==> config.mk <==
export PLATFORM = sky130hd
export DESIGN_NAME = vcache_bank
export DESIGN_NICKNAME = d
export VERILOG_FILES = /design/src/design/pod_pkg.sv /design/src/design/vcache_bank.sv
export VERILOG_INCLUDE_DIRS = /design/src /design/src/design
export SDC_FILE = /design/constraint.sdc
export NUM_CORES = 1
export LEC_CHECK = 0
export ABC_AREA = 1
export BUFFER_PORTS_ARGS = -buffer_cell sky130_fd_sc_hd__buf_2
export CORE_MARGIN = 2
export CORE_UTILIZATION = 45
export CTS_CLUSTER_SIZE = 40
export DETAILED_ROUTE_END_ITERATION = 6
export HOLD_SLACK_MARGIN = 0.03
export PLACE_DENSITY = 0.71
export REMOVE_ABC_BUFFERS = 1
export SYNTH_ARGS = -nofsm -noshare
export SYNTH_HDL_FRONTEND = slang
export SYNTH_SLANG_ARGS = --single-unit
==> constraint.sdc <==
create_clock -name clk_i -period 2.9 [get_ports clk_i]
set_input_delay 0.145 -clock clk_i [delete_from_list [all_inputs] [get_ports clk_i]]
set_output_delay 0.145 -clock clk_i [all_outputs]
set_load 0.02 [all_outputs]
==> src/design/pod_macros.svh <==
////////////////////////////////////////////////////////////////////////////
// pod dimensions, coordinate widths, bank address and data sizes
////////////////////////////////////////////////////////////////////////////

`ifndef POD_MACROS_SVH
`define POD_MACROS_SVH

// tile array shape
`define POD_COLS       4
`define POD_TILE_ROWS  2

// coordinates, host column is x 0
`define POD_X_W        3
`define POD_Y_W        2

// vcache bank geometry
`define POD_ADDR_W     4
`define POD_DATA_W     32
`define POD_BANK_WORDS 16

`endif

==> src/design/pod_pkg.sv <==
////////////////////////////////////////////////////////////////////////////
// opcode and port enums, packet and forward link structs
////////////////////////////////////////////////////////////////////////////

`default_nettype none

`include "pod_macros.svh"

package pod_pkg;

  typedef enum logic [1:0] {
    OP_LOAD,
    OP_STORE,
    OP_RESP
  } op_e;

  // router ports, also used as array index
  typedef enum logic [1:0] {
    DIR_N,
    DIR_S,
    DIR_E,
    DIR_W
  } dir_e;

  // 48 bit packet
  typedef struct packed {
    op_e                    op;
    logic [`POD_X_W-1:0]    dst_x;
    logic [`POD_Y_W-1:0]    dst_y;
    logic [`POD_X_W-1:0]    src_x;
    logic [`POD_Y_W-1:0]    src_y;
    logic [`POD_ADDR_W-1:0] addr;
    logic [`POD_DATA_W-1:0] data;
  } pkt_s;

  // ready goes back on its own wire
  typedef struct packed {
    logic valid;
    pkt_s pkt;
  } link_s;

endpackage

`default_nettype wire

==> src/design/vcache_bank.sv <==
////////////////////////////////////////////////////////////////////////////
// vcache bank as a plain word memory, one request in service at a time
////////////////////////////////////////////////////////////////////////////

`timescale 1ns/1ps
`default_nettype none

`include "pod_macros.svh"

module vcache_bank
  import pod_pkg::*;
  #(parameter int my_x_p = 1
    , parameter int my_y_p = 0
  )
  (
    input  logic clk_i
    , input  logic reset_i

    , input  link_s req_i
    , output logic  req_ready_o

    , output link_s resp_o
    , input  logic  resp_ready_i
  );

  localparam logic [`POD_X_W-1:0] my_x_lp = `POD_X_W'(my_x_p);
  localparam logic [`POD_Y_W-1:0] my_y_lp = `POD_Y_W'(my_y_p);

  logic [`POD_DATA_W-1:0] mem_r [0:`POD_BANK_WORDS-1];

  logic resp_v_r;
  logic resp_v_n;
  pkt_s resp_pkt_r;
  logic accept;
  logic resp_done;
  logic is_store;

  assign accept = req_i.valid & req_ready_o;
  assign resp_done = resp_v_r & resp_ready_i;
  assign resp_v_n = (resp_v_r & ~resp_done) | accept;
  assign is_store = (req_i.pkt.op == OP_STORE);

  // ready drops while a response is pending
  always_ff @(posedge clk_i) begin
    if (reset_i) begin
      resp_v_r <= 1'b0;
      req_ready_o <= 1'b0;
    end else begin
      resp_v_r <= resp_v_n;
      req_ready_o <= ~resp_v_n;
    end
  end

  always_ff @(posedge clk_i) begin
    if (accept && is_store) begin
      mem_r[req_i.pkt.addr] <= req_i.pkt.data;
    end
  end

  // response goes back to the requester
  always_ff @(posedge clk_i) begin
    if (accept) begin
      resp_pkt_r.op <= OP_RESP;
      resp_pkt_r.dst_x <= req_i.pkt.src_x;
      resp_pkt_r.dst_y <= req_i.pkt.src_y;
      resp_pkt_r.src_x <= my_x_lp;
      resp_pkt_r.src_y <= my_y_lp;
      resp_pkt_r.addr <= req_i.pkt.addr;
      // store answers with zero data
      resp_pkt_r.data <= is_store ? '0 : mem_r[req_i.pkt.addr];
    end
  end

  assign resp_o.valid = resp_v_r;
  assign resp_o.pkt = resp_pkt_r;

endmodule

`default_nettype wire

# Yosys cells after proc, flatten, opt, wreduce, memory -nomap -nowiden
# Memory sizes are Yosys's and may differ from the RTL's. A register that Yosys moved wholly into a read port is not among the register bits.
# Cells that the tools add are included.
# op_classes
add_sub_neg	0
mul	0
div_mod_pow	0
order_cmp	0
n_eq_ne	1
shift	0
n_mux	2
bitwise_logic	6
n_reduce_logical	1
# ops
cell	n
bitwise AND 1 bit	3
equality test 2 x 1 -> 1 bit, second input constant	1
2-to-1 mux 1 bit	2
inverter 1 bit	2
logical AND 1 bit	1
bitwise OR 1 bit	1
# totals
reg_bits	11
latchBits	0
ramBits	512
rom_bits	0
in_bits	52
out_inout_bits	50
wordCells	16
memories	1
# memory_table
name	words	word_bits	read_ports	rd_ports_with_merged_regs	wr	line	rtl
mem_r	16	32	1	1	1	vcache_bank.sv:29	logic [`POD_DATA_W-1:0] mem_r [0:`POD_BANK_WORDS-1];

# Logic depth before layout (Yosys ltp)
# Gate-level depths: netlist of run 1.
# logic_depth
ltp_word	5
mapped_depth	12
ltp_nobuf	9

# Worst setup path before layout of run 1
# Ideal clock, no wire load.
# synth_path
kind	register to register
startpoint	register req_ready_o
endpoint	memory mem_r[0][0] in the netlist's numbering (enable)
setup_time_ns	0.421
arrival_ns	2.361
required_ns	2.479
setup_slack_ns	0.118
path_stages_with_launch	5
path_buffers	0
period_less_slack_ns	2.782
cell_sequence	dfxtp_1 -> nand2_1 -> nor3_1 -> nand3_1 -> nor2_1
# synth_via
elab_chain_len	4
# synth_rtl
item	line	rtl
start, declared	vcache_bank.sv:20	, output logic req_ready_o
start signal, assigned	vcache_bank.sv:50	req_ready_o <= ~resp_v_n;
bitwise AND 1 bit	vcache_bank.sv:38	assign accept = req_i.valid & req_ready_o;
logical AND 1 bit	vcache_bank.sv:55	if (accept && is_store) begin
2-to-1 mux 1 bit	vcache_bank.sv:55	
2-to-1 mux 1 bit (implied by the code)	vcache_bank.sv:56	mem_r[req_i.pkt.addr] <= req_i.pkt.data;
end, declared	vcache_bank.sv:29	
# No other way between the ends.

==> run summary, run 1 <==
=================================================================================
HP Class                                                             input port to register
Total setup violations reported at the end of the flow                          0
Required @ worst endpoint                                                 3220 ps
Area share of the largest cell type after synthesis                         0.727
DIE WIDTH                                                                  229 µm
Detailed-routing iteration count for the pre-antenna-repair pass                7
Die footprint                                                          52,600 µm²
CORE AREA                                                              50,200 µm²
NumNets Final                                                               2,313
Sequential-to-total area share from yosys stat                              0.729
Power consumption                                                        0.0169 W
Transition time at the pin with the least slew margin                      928 ps
Maximum capacitance violations                                                  0
Placer's final routability congestion estimate                              0.754
Pwr per Cell Area                                                      643 nW/µm²
Number of instances resized during post-cts repair                              0
Synth area leaders                                                   sky130_fd_sc_hd__edfxtp_1 73%, sky130_fd_sc_hd__nand2_1 22%, sky130_fd_sc_hd__nor2_1 1.4%, sky130_fd_sc_hd__buf_6 1.2%, sky130_fd_sc_hd__buf_2 1.1%
I/O Pins                                                                      102
Final worst path period share                                               0.742
Vias after detailed routing                                                 14.8k
Total standard cell area after synthesis                               22,800 µm²
Total detailed-routing wirelength                                         50.8 mm
Clock insertion delay at the later pin of the skew report                  600 ps
Core Util, Final                                                            0.525
GRT Resource Usage Total                                                    0.195
Slowest cell on the critical path                                    sky130_fd_sc_hd__dlygate4sd3_1
Clock Sinks                                                                   555
Die boundary height                                                        229 µm
Switching part of the total power                                           0.213
Critical path class                                                  input port to register
Number of rows in the core area                                                82
CP Capture Type                                                          register
Clock Tree Buf Depth                                                            3
Combinational family with the most area after synthesis              simple AND/OR/NAND/NOR gates
Post-Synthesis Mean Instance Area                                        10.8 µm²
Count of endpoints failing hold in the final timing report                      0
Net Switching                                                           0.00360 W
Fraction of power consumed by sequential logic                              0.525
Fin crit period                                                           2150 ps
Slack of the worst reg-to-reg path                                         890 ps
Max Slew Vio Count                                                              0
Total cell area at the placement stage                                 24,100 µm²
Maximum clock rate                                                        465 MHz
First-pass GRT wire length                                                78.9 mm
Via count of the first global-routing pass                                  14.4k
Outcome                                                              finished clean
Maximum fanout along the worst path                                            21
Fraction of final layout cells sized beyond drive strength 1                0.109
Clk root buf                                                         sky130_fd_sc_hd__clkbuf_16
Design area                                                            26,300 µm²
Maximum number of pins on one net before global-route repair                   84
Final setup TNS                                                              0 ps
Per-cell via count in the routed design                                      4.98
Maximum level of the CTS H-tree                                                 2
Number of flip-flops and latches in the synthesized netlist                   555
Post-Synth Adder-Cell Area                                                      0
First DRT Iteration DRCs                                                    1,240
Kind of launch point of the worst setup path                           input port
TritonCTS clock tree                                                        built
Stage delay of the slowest cell on the critical path                       520 ps
Library cells used by synthesis                                                16
Aggregate global routing overflow                                               0
ANT nets after route                                                            0
Cell repeated most along the worst path                              sky130_fd_sc_hd__nand2_1
Max VDD drop                                                           0.000503 V
Relative slew slack                                                         0.381
Number of antenna violations at the first check in global routing               1
Pint                                                                     0.0133 W
Post-detailed-placement half-perimeter wirelength                         28.0 mm
Worst endpoint data arrival time                                          2480 ps
Clock-pin slew on the worst setup and hold paths                            60 ps
Cell count after placement                                                  2,833
Starting density of the core                                                0.455
Layout Area Growth over Synthesis                                           15.3%
Routed wire length per instance                                           17.1 µm
Library cell occupying the most area in the post-synthesis netlist   sky130_fd_sc_hd__edfxtp_1
Total clock buffers created by CTS                                             53
Combinational fraction of design power                                      0.057
Part of the total power dissipated in the clock network                     0.417
Portion of netlist area occupied by mux cells                                   0
Number of design rule violations left after detail routing                      0
Finished Layout Cells                                                       2,977
Compound-Gate Fraction of Synth Area                                     0.000219
Final worst clock skew                                                    14.2 ps
Synthesized instance count                                                  2,115
Synthesized-area fraction occupied by and/or/nand/nor cells                 0.236
Count of port buffers added during placement                                   89
Post-Synth XOR/XNOR Area                                                        0
Ordered list of cells on the worst path                              dlygate4sd3_1 > buf_2 > inv_1 > nand2_1 > inv_1 > buf_12 > nand2_1 > nand2_1 > nor2_1 > nor2_1
Warnings from Yosys                                                             0
Leak pwr                                                                  10.9 nW
Setup repair after global routing missed its margin                         false
=================================================================================
==> metal layers <==
layer  GRT usage  up-vias  wire, µm
met5           0        -        13
met4      0.0615        2      1090
met3      0.0294       76      3460
met2       0.331      493     24500
met1       0.258     7136     21700
li1            -     7132         -
==> flip-flops by register name (all words and copies together), names as in the netlist <==
signal / cells
resp_o: 41
resp_v_r: 1
mem_r: 512
req_ready_o: 1
==> final timing paths <==
check | cells after the start | endpoint | from
setup reg to reg | 6 | mem_r[8][18]$_DFFE_PP_ | req_ready_o$_SDFF_PP0_
setup / recovery | 10 | resp_o[23]$_SDFFCE_PN0N_ | req_i[34]
hold / removal | 4 | resp_o[5]$_SDFFCE_PN0N_ | req_i[46]
hold reg to reg | 8 | resp_o[13]$_SDFFCE_PN0N_ | mem_r[4][13]$_DFFE_PP_
==> cell type report <==
type	count	area, µm²
fill	4100	23800
sequential	555	16600
multi-input combinational	1445	5570
timing repair buffer	195	1440
clock buffer	63	1410
tap	672	841
clock inverter	35	377
inverter	11	48.8
antenna	1	2.50
==> what timing repair did <==
item | CTS | global route
buffers inserted | 0 | 0
hold buffers | 45 | 0
endpoints found under the setup margin | 0 | 0
hold endpoints to repair | 527 | 0
==> synthesized netlist by cell type, drive strengths merged <==
master / count
conb: 2
nand2: 1347
a21oi: 1
clkbuf: 14
buf: 95
inv: 11
nand3: 4
nor2: 85
dfxtp: 2
edfxtp: 553
nor3: 1
==> power groups by stage <==
stage | clock (W) | combinational (W) | sequential (W)
after floorplan | 0 | 0.000425 | 0.00910
after global placement | 0 | 0.000897 | 0.00906
after detailed placement | 0 | 0.000918 | 0.00906
after CTS | 0.00717 | 0.000976 | 0.00889
after global routing | 0.00746 | 0.00109 | 0.00889
final | 0.00706 | 0.000973 | 0.00889
==> critical path: cells and delay by family <==
kind          cells  cell delay (ps)
buf+inv           5             1500
simple gates      5              810
==> cells by family after synthesis <==
kind of cell           after synthesis
AND/OR/NAND/NOR                   1437
other                                2
AO/OA/AOI/OAI                        1
flip-flops                         555
buffers and inverters              120
==> through the flow <==
step / hold WS [ps] / worst slack, ps
detailed placement: 324 / 732
global placement: 317 / 759
global route: 160 / 689
floorplan: 216 / -1320
finish: 123 / 747
CTS: 107 / 810
==> cell usage in the layout, fill, tap and decap left out, drive strengths merged <==
cell         netlist  layout
bufinv             0       8
clkinvlp           0       2
edfxtp           553     553
inv               11      13
buf               95     150
clkinv             0      23
nor3               1       1
clkbuf            14      63
nand3              4       4
nand2           1347    1347
nor2              85      85
dlygate4sd3        0      45
conb               2       7
dfxtp              2       2
a21oi              1       1
diode              0       1
(Power assumes the default switching activity.)
==> inputs of run 2 (changes only) <==
- clock period: 2.9 -> 2.1 ns (I/O delays scaled with it)
==> run 2 against run 1 <==
- core utilization is 0.80 points higher
- die area is the same
- sequential power grew 38%
- sequential share of layout area down 0.95 points
- largest power group unchanged
==> run summary, run 2 (synthesis results as in run 1) <==
================================================================================
Outcome                                                             finished clean   unchanged
Clock insertion delay at the later pin of the skew report                 600 ps   about the same
Final worst path period share                                              0.861
Placer's final routability congestion estimate                             0.768   was 0.754
Maximum clock rate                                                       553 MHz
GRT Resource Usage Total                                                   0.196   was 0.195
Final worst clock skew                                                   12.8 ps   was 14.2 ps
DIE WIDTH                                                                 229 µm   unchanged
Total setup violations reported at the end of the flow                         0   unchanged
Slowest cell on the critical path                                   sky130_fd_sc_hd__dfxtp_1   was sky130_fd_sc_hd__dlygate4sd3_1
CP Capture Type                                                         register   unchanged
Fraction of power consumed by sequential logic                             0.527   was 0.525
Fraction of final layout cells sized beyond drive strength 1               0.109   about the same
Clock-pin slew on the worst setup and hold paths                           60 ps   about the same
First DRT Iteration DRCs                                                   1,068   was 1,240
Max Slew Vio Count                                                             0   unchanged
Most common library cell in the layout ignoring fill and taps       sky130_fd_sc_hd__nand2_1   unchanged
Hold Buf Count CTS                                                            42   was 45
Stage delay of the slowest cell on the critical path                      320 ps   was 520 ps
Pwr per Cell Area                                                     871 nW/µm²   was 643 nW/µm²
Fin crit period                                                          1810 ps
Pint                                                                    0.0184 W   was 0.0133 W
Crit Reg-Reg Endpoint                                               mem_r[7][25]$_DFFE_PP_   was mem_r[8][18]$_DFFE_PP_
Setup repair after global routing missed its margin                        false   unchanged
Area used by multi-input combinational logic                            5570 µm²   unchanged
Via count of the first global-routing pass                                 14.4k   about the same
Maximum level of the CTS H-tree                                                2   unchanged
Largest register FFs                                                         512   unchanged
Worst reg2reg path startpoint                                       req_ready_o$_SDFF_PP0_   unchanged
Most flops, register                                                       mem_r   unchanged
Number of antenna violations at the first check in global routing              2   was 1
Commonest cells after routing, fill and taps aside                  1,347 x sky130_fd_sc_hd__nand2_1, 553 x sky130_fd_sc_hd__edfxtp_1, 87 x sky130_fd_sc_hd__buf_2   unchanged
Maximum fanout along the worst path                                           22   was 21
Cell repeated most along the worst path                             sky130_fd_sc_hd__buf_4   was sky130_fd_sc_hd__nand2_1
Number of setup buffers added after CTS                                        0   unchanged
Part of the total power dissipated in the clock network                    0.414   was 0.417
Number of design rule violations left after detail routing                     0   unchanged
Count of endpoints failing hold in the final timing report                     0   unchanged
I/O Pins                                                                     102   unchanged
Clock Tree Buf Depth                                                           3   unchanged
First-pass GRT wire length                                               79.4 mm   was 78.9 mm
NumNets Final                                                              2,318   was 2,313
Total detailed-routing wirelength                                        50.8 mm   about the same
Pre-CTS WS                                                                274 ps   was 732 ps
Required @ worst endpoint                                                2380 ps   was 3220 ps
Die footprint                                                         52,600 µm²   unchanged
Worst endpoint data arrival time                                         2090 ps   was 2480 ps
Total clock buffers created by CTS                                            53   unchanged
Power consumption                                                       0.0233 W   was 0.0169 W
Critical path class                                                 register to register   was input port to register
Timing startpoint of the critical path                              req_ready_o$_SDFF_PP0_   was req_i[34]
CORE AREA                                                             50,200 µm²   unchanged
Slack of the worst reg-to-reg path                                        290 ps   was 890 ps
Critical Path Sink                                                  mem_r[7][25]$_DFFE_PP_   was resp_o[23]$_SDFFCE_PN0N_
Maximum number of pins on one net before global-route repair                 121   was 84
Aggregate global routing overflow                                              0   unchanged
Layout Area Growth over Synthesis                                          17.0%   was 15.3%
Starting density of the core                                               0.455   unchanged
Detailed-routing iteration count for the pre-antenna-repair pass               5   was 7
Kind of launch point of the worst setup path                            register   was input port
Transition time at the pin with the least slew margin                     583 ps   was 928 ps
HP Class                                                            input port to register   unchanged
Routed wire length per instance                                          17.1 µm   about the same
Vias after detailed routing                                                14.7k   was 14.8k
Number of fillers in the final layout                                      4,160   was 4,100
Worst-case reg-to-reg path depth                                               7   was 6
Maximum capacitance violations                                                 0   unchanged
Sequential cell area                                                  16,600 µm²   unchanged
Number of rows in the core area                                               82   unchanged
Max VDD drop                                                          0.000629 V   was 0.000503 V
Ordered list of cells on the worst path                             nand2_1 > nor3_1 > buf_4 > nand3_1 > buf_4 > nor2_4 > buf_12   was dlygate4sd3_1 > buf_2 > inv_1 > nand2_1 > inv_1 > buf_12 > nand2_1 > nand2_1 > nor2_1 > nor2_1
Leak pwr                                                                 11.0 nW   was 10.9 nW
ANT nets after route                                                           0   unchanged
Net Switching                                                          0.00488 W   was 0.00360 W
Die boundary height                                                       229 µm   unchanged
Fin worst setup slack                                                     292 ps   was 747 ps
Per-cell via count in the routed design                                     4.92   was 4.98
Clock Sinks                                                                  555   unchanged
Clk root buf                                                        sky130_fd_sc_hd__clkbuf_16   unchanged
Relative slew slack                                                        0.611   was 0.381
Post-detailed-placement half-perimeter wirelength                        27.9 mm   was 28.0 mm
Combinational fraction of design power                                     0.058   was 0.057
TritonCTS clock tree                                                       built   unchanged
Switching part of the total power                                          0.210   was 0.213
Number of instances resized during post-cts repair                             0   unchanged
Core Util, Final                                                           0.533   was 0.525
Count of port buffers added during placement                                  89   unchanged
================================================================================
-- run 2: area by class of cell --
class	instances	share of cell area
clock buffers	66	0.0530
inverters	11	0.00183
repair buffers	200	0.0699
flip-flops and latches	555	0.623
clock inverters	30	0.0126
multi-input cells	1445	0.208
well taps	672	0.0315
diodes	1	0.0000936
-- run 2: metrics by stage --
step	instance area [µm²]	hold WS, ps	TNS, ps	instances
after global placement	24600	278	0	2841
final	26700	157	0	2980
after floorplan	22100	176	-796770	2011
after CTS	26700	129	0	2979
after global routing	26700	159	0	2980
after detailed placement	24600	279	0	2841
-- run 2: critical path: cells and delay by family, from the launching register on --
family	cells	cell delay, ps
buffers and inverters	3	630
and+or+nand+nor	4	500
DFF	1	320
-- run 2: power groups by stage --
stage	clock network [W]	logic (W)	registers, W
finish	0.00965	0.00136	0.0123
global route	0.0102	0.00153	0.0123
CTS	0.00979	0.00137	0.0123
detailed placement	0	0.00130	0.0125
global placement	0	0.00127	0.0125
floorplan	0	0.000587	0.0126
-- run 2: routing by layer --
layer / global-route usage / up-vias / wire [µm]
met5: 0 / - / 13
met4: 0.0702 / 2 / 1270
met3: 0.0281 / 89 / 3300
met2: 0.330 / 503 / 24700
met1: 0.259 / 6926 / 21600
li1: - / 7153 / -
-- run 2: how the worst min path moves through the flow --
stage,depth (start not counted),to,start
global placement,2,req_ready_o$_SDFF_PP0_,reset_i
finish,4,resp_o[43]$_DFFE_PN_,req_i[48]
CTS,2,resp_o[33]$_DFFE_PN_,req_i[33]
detailed placement,2,resp_v_r$_SDFF_PP0_,reset_i
floorplan,1,req_ready_o$_SDFF_PP0_,reset_i
global route,2,resp_o[33]$_DFFE_PN_,req_i[33]
==> inputs of run 3 (changes only) <==
- ABC_AREA: 1 -> default
- PLACE_DENSITY: 0.71 -> 0.72
==> run 3 against run 2 <==
- cell area decreased by 6.6%
- critical endpoint is now mem_r[10][31]$_DFFE_PP_
- flip-flop and latch count unchanged
- maximum frequency decreased by 8.7%
- critical path type unchanged
- global-route usage decreased by 0.43 points
- highest routed layer unchanged
- first-iteration DRC count decreased by 4.2%
- combinational power decreased by 17%
- sequential share of layout area increased by 4.4 points
==> run summary, run 3 <==
====================================================================================
Outcome                                                                 finished clean   unchanged
Share of synthesized flip-flops with an asynchronous set or reset                  0   unchanged
Die boundary height                                                           220 µm   was 229 µm
Post-detailed-placement half-perimeter wirelength                            25.8 mm   was 27.9 mm
Post-Synth Adder-Cell Area                                                         0   unchanged
Per-cell via count in the routed design                                         5.66   was 4.92
I/O Pins                                                                         102   unchanged
Area share of the largest cell type after synthesis                            0.793   was 0.727
GRT Resource Usage Total                                                       0.191   was 0.196
Post-Synthesis Mean Instance Area                                           20.7 µm²   was 10.8 µm²
Clock insertion delay at the later pin of the skew report                     590 ps   was 600 ps
Ordered list of cells on the worst path                                 nand2_1 > nor3b_2 > nand2_1 > buf_4 > nor2_4 > buf_12   was nand2_1 > nor3_1 > buf_4 > nand3_1 > buf_4 > nor2_4 > buf_12
Final worst path period share                                                  0.942   was 0.861
Dominant synthesized flop cell                                          sky130_fd_sc_hd__edfxtp_1   unchanged
Met2 track utilization from global routing                                     0.315   was 0.330
Met3 capacity usage during global routing                                     0.0294   was 0.0281
Clock-pin slew on the worst setup and hold paths                               60 ps   about the same
First-pass GRT wire length                                                   67.1 mm   was 79.4 mm
Final worst clock skew                                                       25.7 ps   was 12.8 ps
Worst endpoint data arrival time                                             2250 ps   was 2090 ps
Number of antenna violations at the first check in global routing                  2   unchanged
Setup repair after global routing missed its margin                            false   unchanged
Post-Synth XOR/XNOR Area                                                           0   unchanged
Maximum fanout along the worst path                                               18   was 22
Slowest cell on the critical path                                       sky130_fd_sc_hd__nor3b_2   was sky130_fd_sc_hd__dfxtp_1
First DRT Iteration DRCs                                                       1,023   was 1,068
Met1 Track Usage GR                                                            0.267   was 0.259
Hold_sp                                                                    req_i[32]   was req_i[48]
Cell repeated most along the worst path                                 sky130_fd_sc_hd__nand2_1   was sky130_fd_sc_hd__buf_4
Fraction of final layout cells sized beyond drive strength 1                   0.257   was 0.109
Die footprint                                                             48,300 µm²   was 52,600 µm²
Total clock buffers created by CTS                                                54   was 53
Cell with the most instances after synthesis                            sky130_fd_sc_hd__edfxtp_1   was sky130_fd_sc_hd__nand2_1
CORE AREA                                                                 46,300 µm²   was 50,200 µm²
Combinational family with the most area after synthesis                 multiplexers   was simple AND/OR/NAND/NOR gates
Required @ worst endpoint                                                    2370 ps   was 2380 ps
Sequential-to-total area share from yosys stat                                 0.795   was 0.729
Total standard cell area after synthesis                                  20,900 µm²   was 22,800 µm²
Number of fillers in the final layout                                          3,474   was 4,160
Post-synth EDFFs                                                                 553   unchanged
Endpoint, Worst Hold                                                    resp_o[32]$_DFFE_PN_   was resp_o[43]$_DFFE_PN_
Kind of launch point of the worst setup path                                register   unchanged
Stage delay of the slowest cell on the critical path                          350 ps   was 320 ps
Clock Tree Buf Depth                                                               3   unchanged
Starting density of the core                                                   0.453   was 0.455
Cell family contributing the most delay on the critical path            simple AND/OR/NAND/NOR gates   was buffers and inverters
Final setup TNS                                                                 0 ps   unchanged
Max VDD drop                                                              0.000603 V   was 0.000629 V
Total detailed-routing wirelength                                            45.6 mm   was 50.8 mm
Number of rows in the core area                                                   79   was 82
Warnings from Yosys                                                                0   unchanged
Worst reg2reg path startpoint                                           req_ready_o$_SDFF_PP0_   unchanged
Design area                                                               25,000 µm²   was 26,700 µm²
Largest register FFs                                                             512   unchanged
Total cell area at the placement stage                                    22,900 µm²   was 24,600 µm²
DIE WIDTH                                                                     220 µm   was 229 µm
Synthesized-area fraction occupied by and/or/nand/nor cells                   0.0217   was 0.236
Critical path class                                                     register to register   unchanged
Max Slew Vio Count                                                                 0   unchanged
Routed wire length per instance                                              24.5 µm   was 17.1 µm
Compound-Gate Fraction of Synth Area                                          0.0349   was 0.000219
CP Capture Type                                                             register   unchanged
Maximum number of pins on one net before global-route repair                      34   was 121
Via count of the first global-routing pass                                     10.6k   was 14.4k
Count of endpoints failing hold in the final timing report                         0   unchanged
Layout Area Growth over Synthesis                                              19.3%   was 17.0%
Commonest cells after routing, fill and taps aside                      553 x sky130_fd_sc_hd__edfxtp_1, 128 x sky130_fd_sc_hd__mux2i_1, 95 x sky130_fd_sc_hd__a22oi_1   was 1,347 x sky130_fd_sc_hd__nand2_1, 553 x sky130_fd_sc_hd__edfxtp_1, 87 x sky130_fd_sc_hd__buf_2
Portion of netlist area occupied by mux cells                                  0.130   was 0
Detailed-routing iteration count for the pre-antenna-repair pass                   5   unchanged
Crit Reg-Reg Endpoint                                                   mem_r[10][31]$_DFFE_PP_   was mem_r[7][25]$_DFFE_PP_
Total setup violations reported at the end of the flow                             0   unchanged
Maximum clock rate                                                           505 MHz   was 553 MHz
Library cells used by synthesis                                                   26   was 16
Maximum level of the CTS H-tree                                                    2   unchanged
Number of design rule violations left after detail routing                         0   unchanged
Library cell occupying the most area in the post-synthesis netlist      sky130_fd_sc_hd__edfxtp_1   unchanged
Cell count after placement                                                     1,726   was 2,841
Count of port buffers added during placement                                      89   unchanged
Slack of the worst reg-to-reg path                                            120 ps   was 290 ps
NumNets Final                                                                  1,270   was 2,318
Fin crit period                                                              1980 ps   was 1810 ps
Worst-case reg-to-reg path depth                                                   6   was 7
Power consumption                                                           0.0223 W   was 0.0233 W
Commonest cells in the netlist                                          553 x sky130_fd_sc_hd__edfxtp_1, 128 x sky130_fd_sc_hd__mux2i_1, 95 x sky130_fd_sc_hd__a22oi_1   was 1,347 x sky130_fd_sc_hd__nand2_1, 553 x sky130_fd_sc_hd__edfxtp_1, 85 x sky130_fd_sc_hd__nor2_1
Most common library cell in the layout ignoring fill and taps           sky130_fd_sc_hd__edfxtp_1   was sky130_fd_sc_hd__nand2_1
Synth area leaders                                                      sky130_fd_sc_hd__edfxtp_1 79%, sky130_fd_sc_hd__mux4_2 6.9%, sky130_fd_sc_hd__mux2i_1 6.1%, sky130_fd_sc_hd__a22oi_1 3.4%, sky130_fd_sc_hd__nand3_1 0.76%   was sky130_fd_sc_hd__edfxtp_1 73%, sky130_fd_sc_hd__nand2_1 22%, sky130_fd_sc_hd__nor2_1 1.4%, sky130_fd_sc_hd__buf_6 1.2%, sky130_fd_sc_hd__buf_2 1.1%
Vias after detailed routing                                                    10.5k   was 14.7k
Count of buffering cells on the critical path with inverters included              2   was 3
ANT nets after route                                                               0   unchanged
Maximum capacitance violations                                                     0   unchanged
Hold Path Stages                                                                   2   was 4
TritonCTS clock tree                                                           built   unchanged
Relative slew slack                                                            0.167   was 0.611
Aggregate global routing overflow                                                  0   unchanged
Clock Sinks                                                                      555   unchanged
Finished Layout Cells                                                          1,864   was 2,980
Clk root buf                                                            sky130_fd_sc_hd__clkbuf_16   unchanged
Pwr per Cell Area                                                         894 nW/µm²   was 871 nW/µm²
Most flops, register                                                           mem_r   unchanged
Placer's final routability congestion estimate                                 0.736   was 0.768
Transition time at the pin with the least slew margin                        1250 ps   was 583 ps
Global routing's busiest layer                                                  met2   unchanged
Number of flip-flops and latches in the synthesized netlist                      555   unchanged
HP Class                                                                input port to register   unchanged
Synthesized instance count                                                     1,011   was 2,115
Leak pwr                                                                     8.46 nW   was 11.0 nW
====================================================================================
run 3: metal layers:
layer	share of wire	vias up	routed length, µm
met5	0.00024	-	11
met4	0.022	2	1020
met3	0.074	71	3370
met2	0.49	411	22400
met1	0.41	5498	18800
li1	-	4560	-
run 3: worst register-to-register path, cell delays in order (launching register included):
cell	delay [ps]
sky130_fd_sc_hd__dfxtp_1	330
sky130_fd_sc_hd__nand2_1	210
sky130_fd_sc_hd__nor3b_2	350
sky130_fd_sc_hd__nand2_1	140
sky130_fd_sc_hd__buf_4	200
sky130_fd_sc_hd__nor2_4	200
sky130_fd_sc_hd__buf_12	220
run 3: logic make-up after synthesis:
group	count (synthesis)
flip-flops	555
multiplexers	192
AND/OR/NAND/NOR	100
AO/OA/AOI/OAI	97
buffers and inverters	65
other	2
run 3: metrics by stage:
stage | hold WS [ps] | util | setup WS [ps]
after floorplan | 174 | - | -2350
after global placement | 273 | 0.496 | 141
after detailed placement | 279 | 0.496 | 93.5
after CTS | 155 | 0.540 | 74.8
after global routing | 176 | 0.540 | 75.1
final | 182 | 0.540 | 121
run 3: report_power, final:
| group | switching [W] | total, W | internal [W] |
|---|---|---|---|
| clock network | 0.00391 | 0.00891 | 0.00500 |
| logic | 0.000676 | 0.00113 | 0.000451 |
| registers | 0.0000268 | 0.0123 | 0.0123 |
| total | 0.00462 | 0.0223 | 0.0177 |
run 3: worst max path at each step:
stage / from / end / depth (start not counted)
floorplan: req_ready_o$_SDFF_PP0_ / mem_r[1][0]$_DFFE_PP_ / 4
global placement: req_i[46] / resp_o[18]$_SDFFCE_PN0N_ / 6
detailed placement: req_i[46] / resp_o[4]$_SDFFCE_PN0N_ / 6
CTS: req_ready_o$_SDFF_PP0_ / mem_r[12][25]$_DFFE_PP_ / 6
global route: req_ready_o$_SDFF_PP0_ / mem_r[10][2]$_DFFE_PP_ / 6
finish: req_ready_o$_SDFF_PP0_ / mem_r[10][31]$_DFFE_PP_ / 6
run 3: cell type report:
type	instances	area, µm²	area share
Clock buffer	64	1410	0.0564
Tap cell	607	759	0.0304
Timing Repair Buffer	210	1860	0.0745
Antenna cell	2	5.00	0.000200
Inverter	1	3.75	0.000150
Multi-Input combinational cell	396	4090	0.164
Clock inverter	29	205	0.00821
Sequential cell	555	16600	0.666
run 3: timing repair:
item,in CTS,in global routing
buffers inserted,0,0
resized for setup,0,1
endpoints found under the hold margin,521,0
hold buffers,43,0
endpoints found under the setup margin,0,18
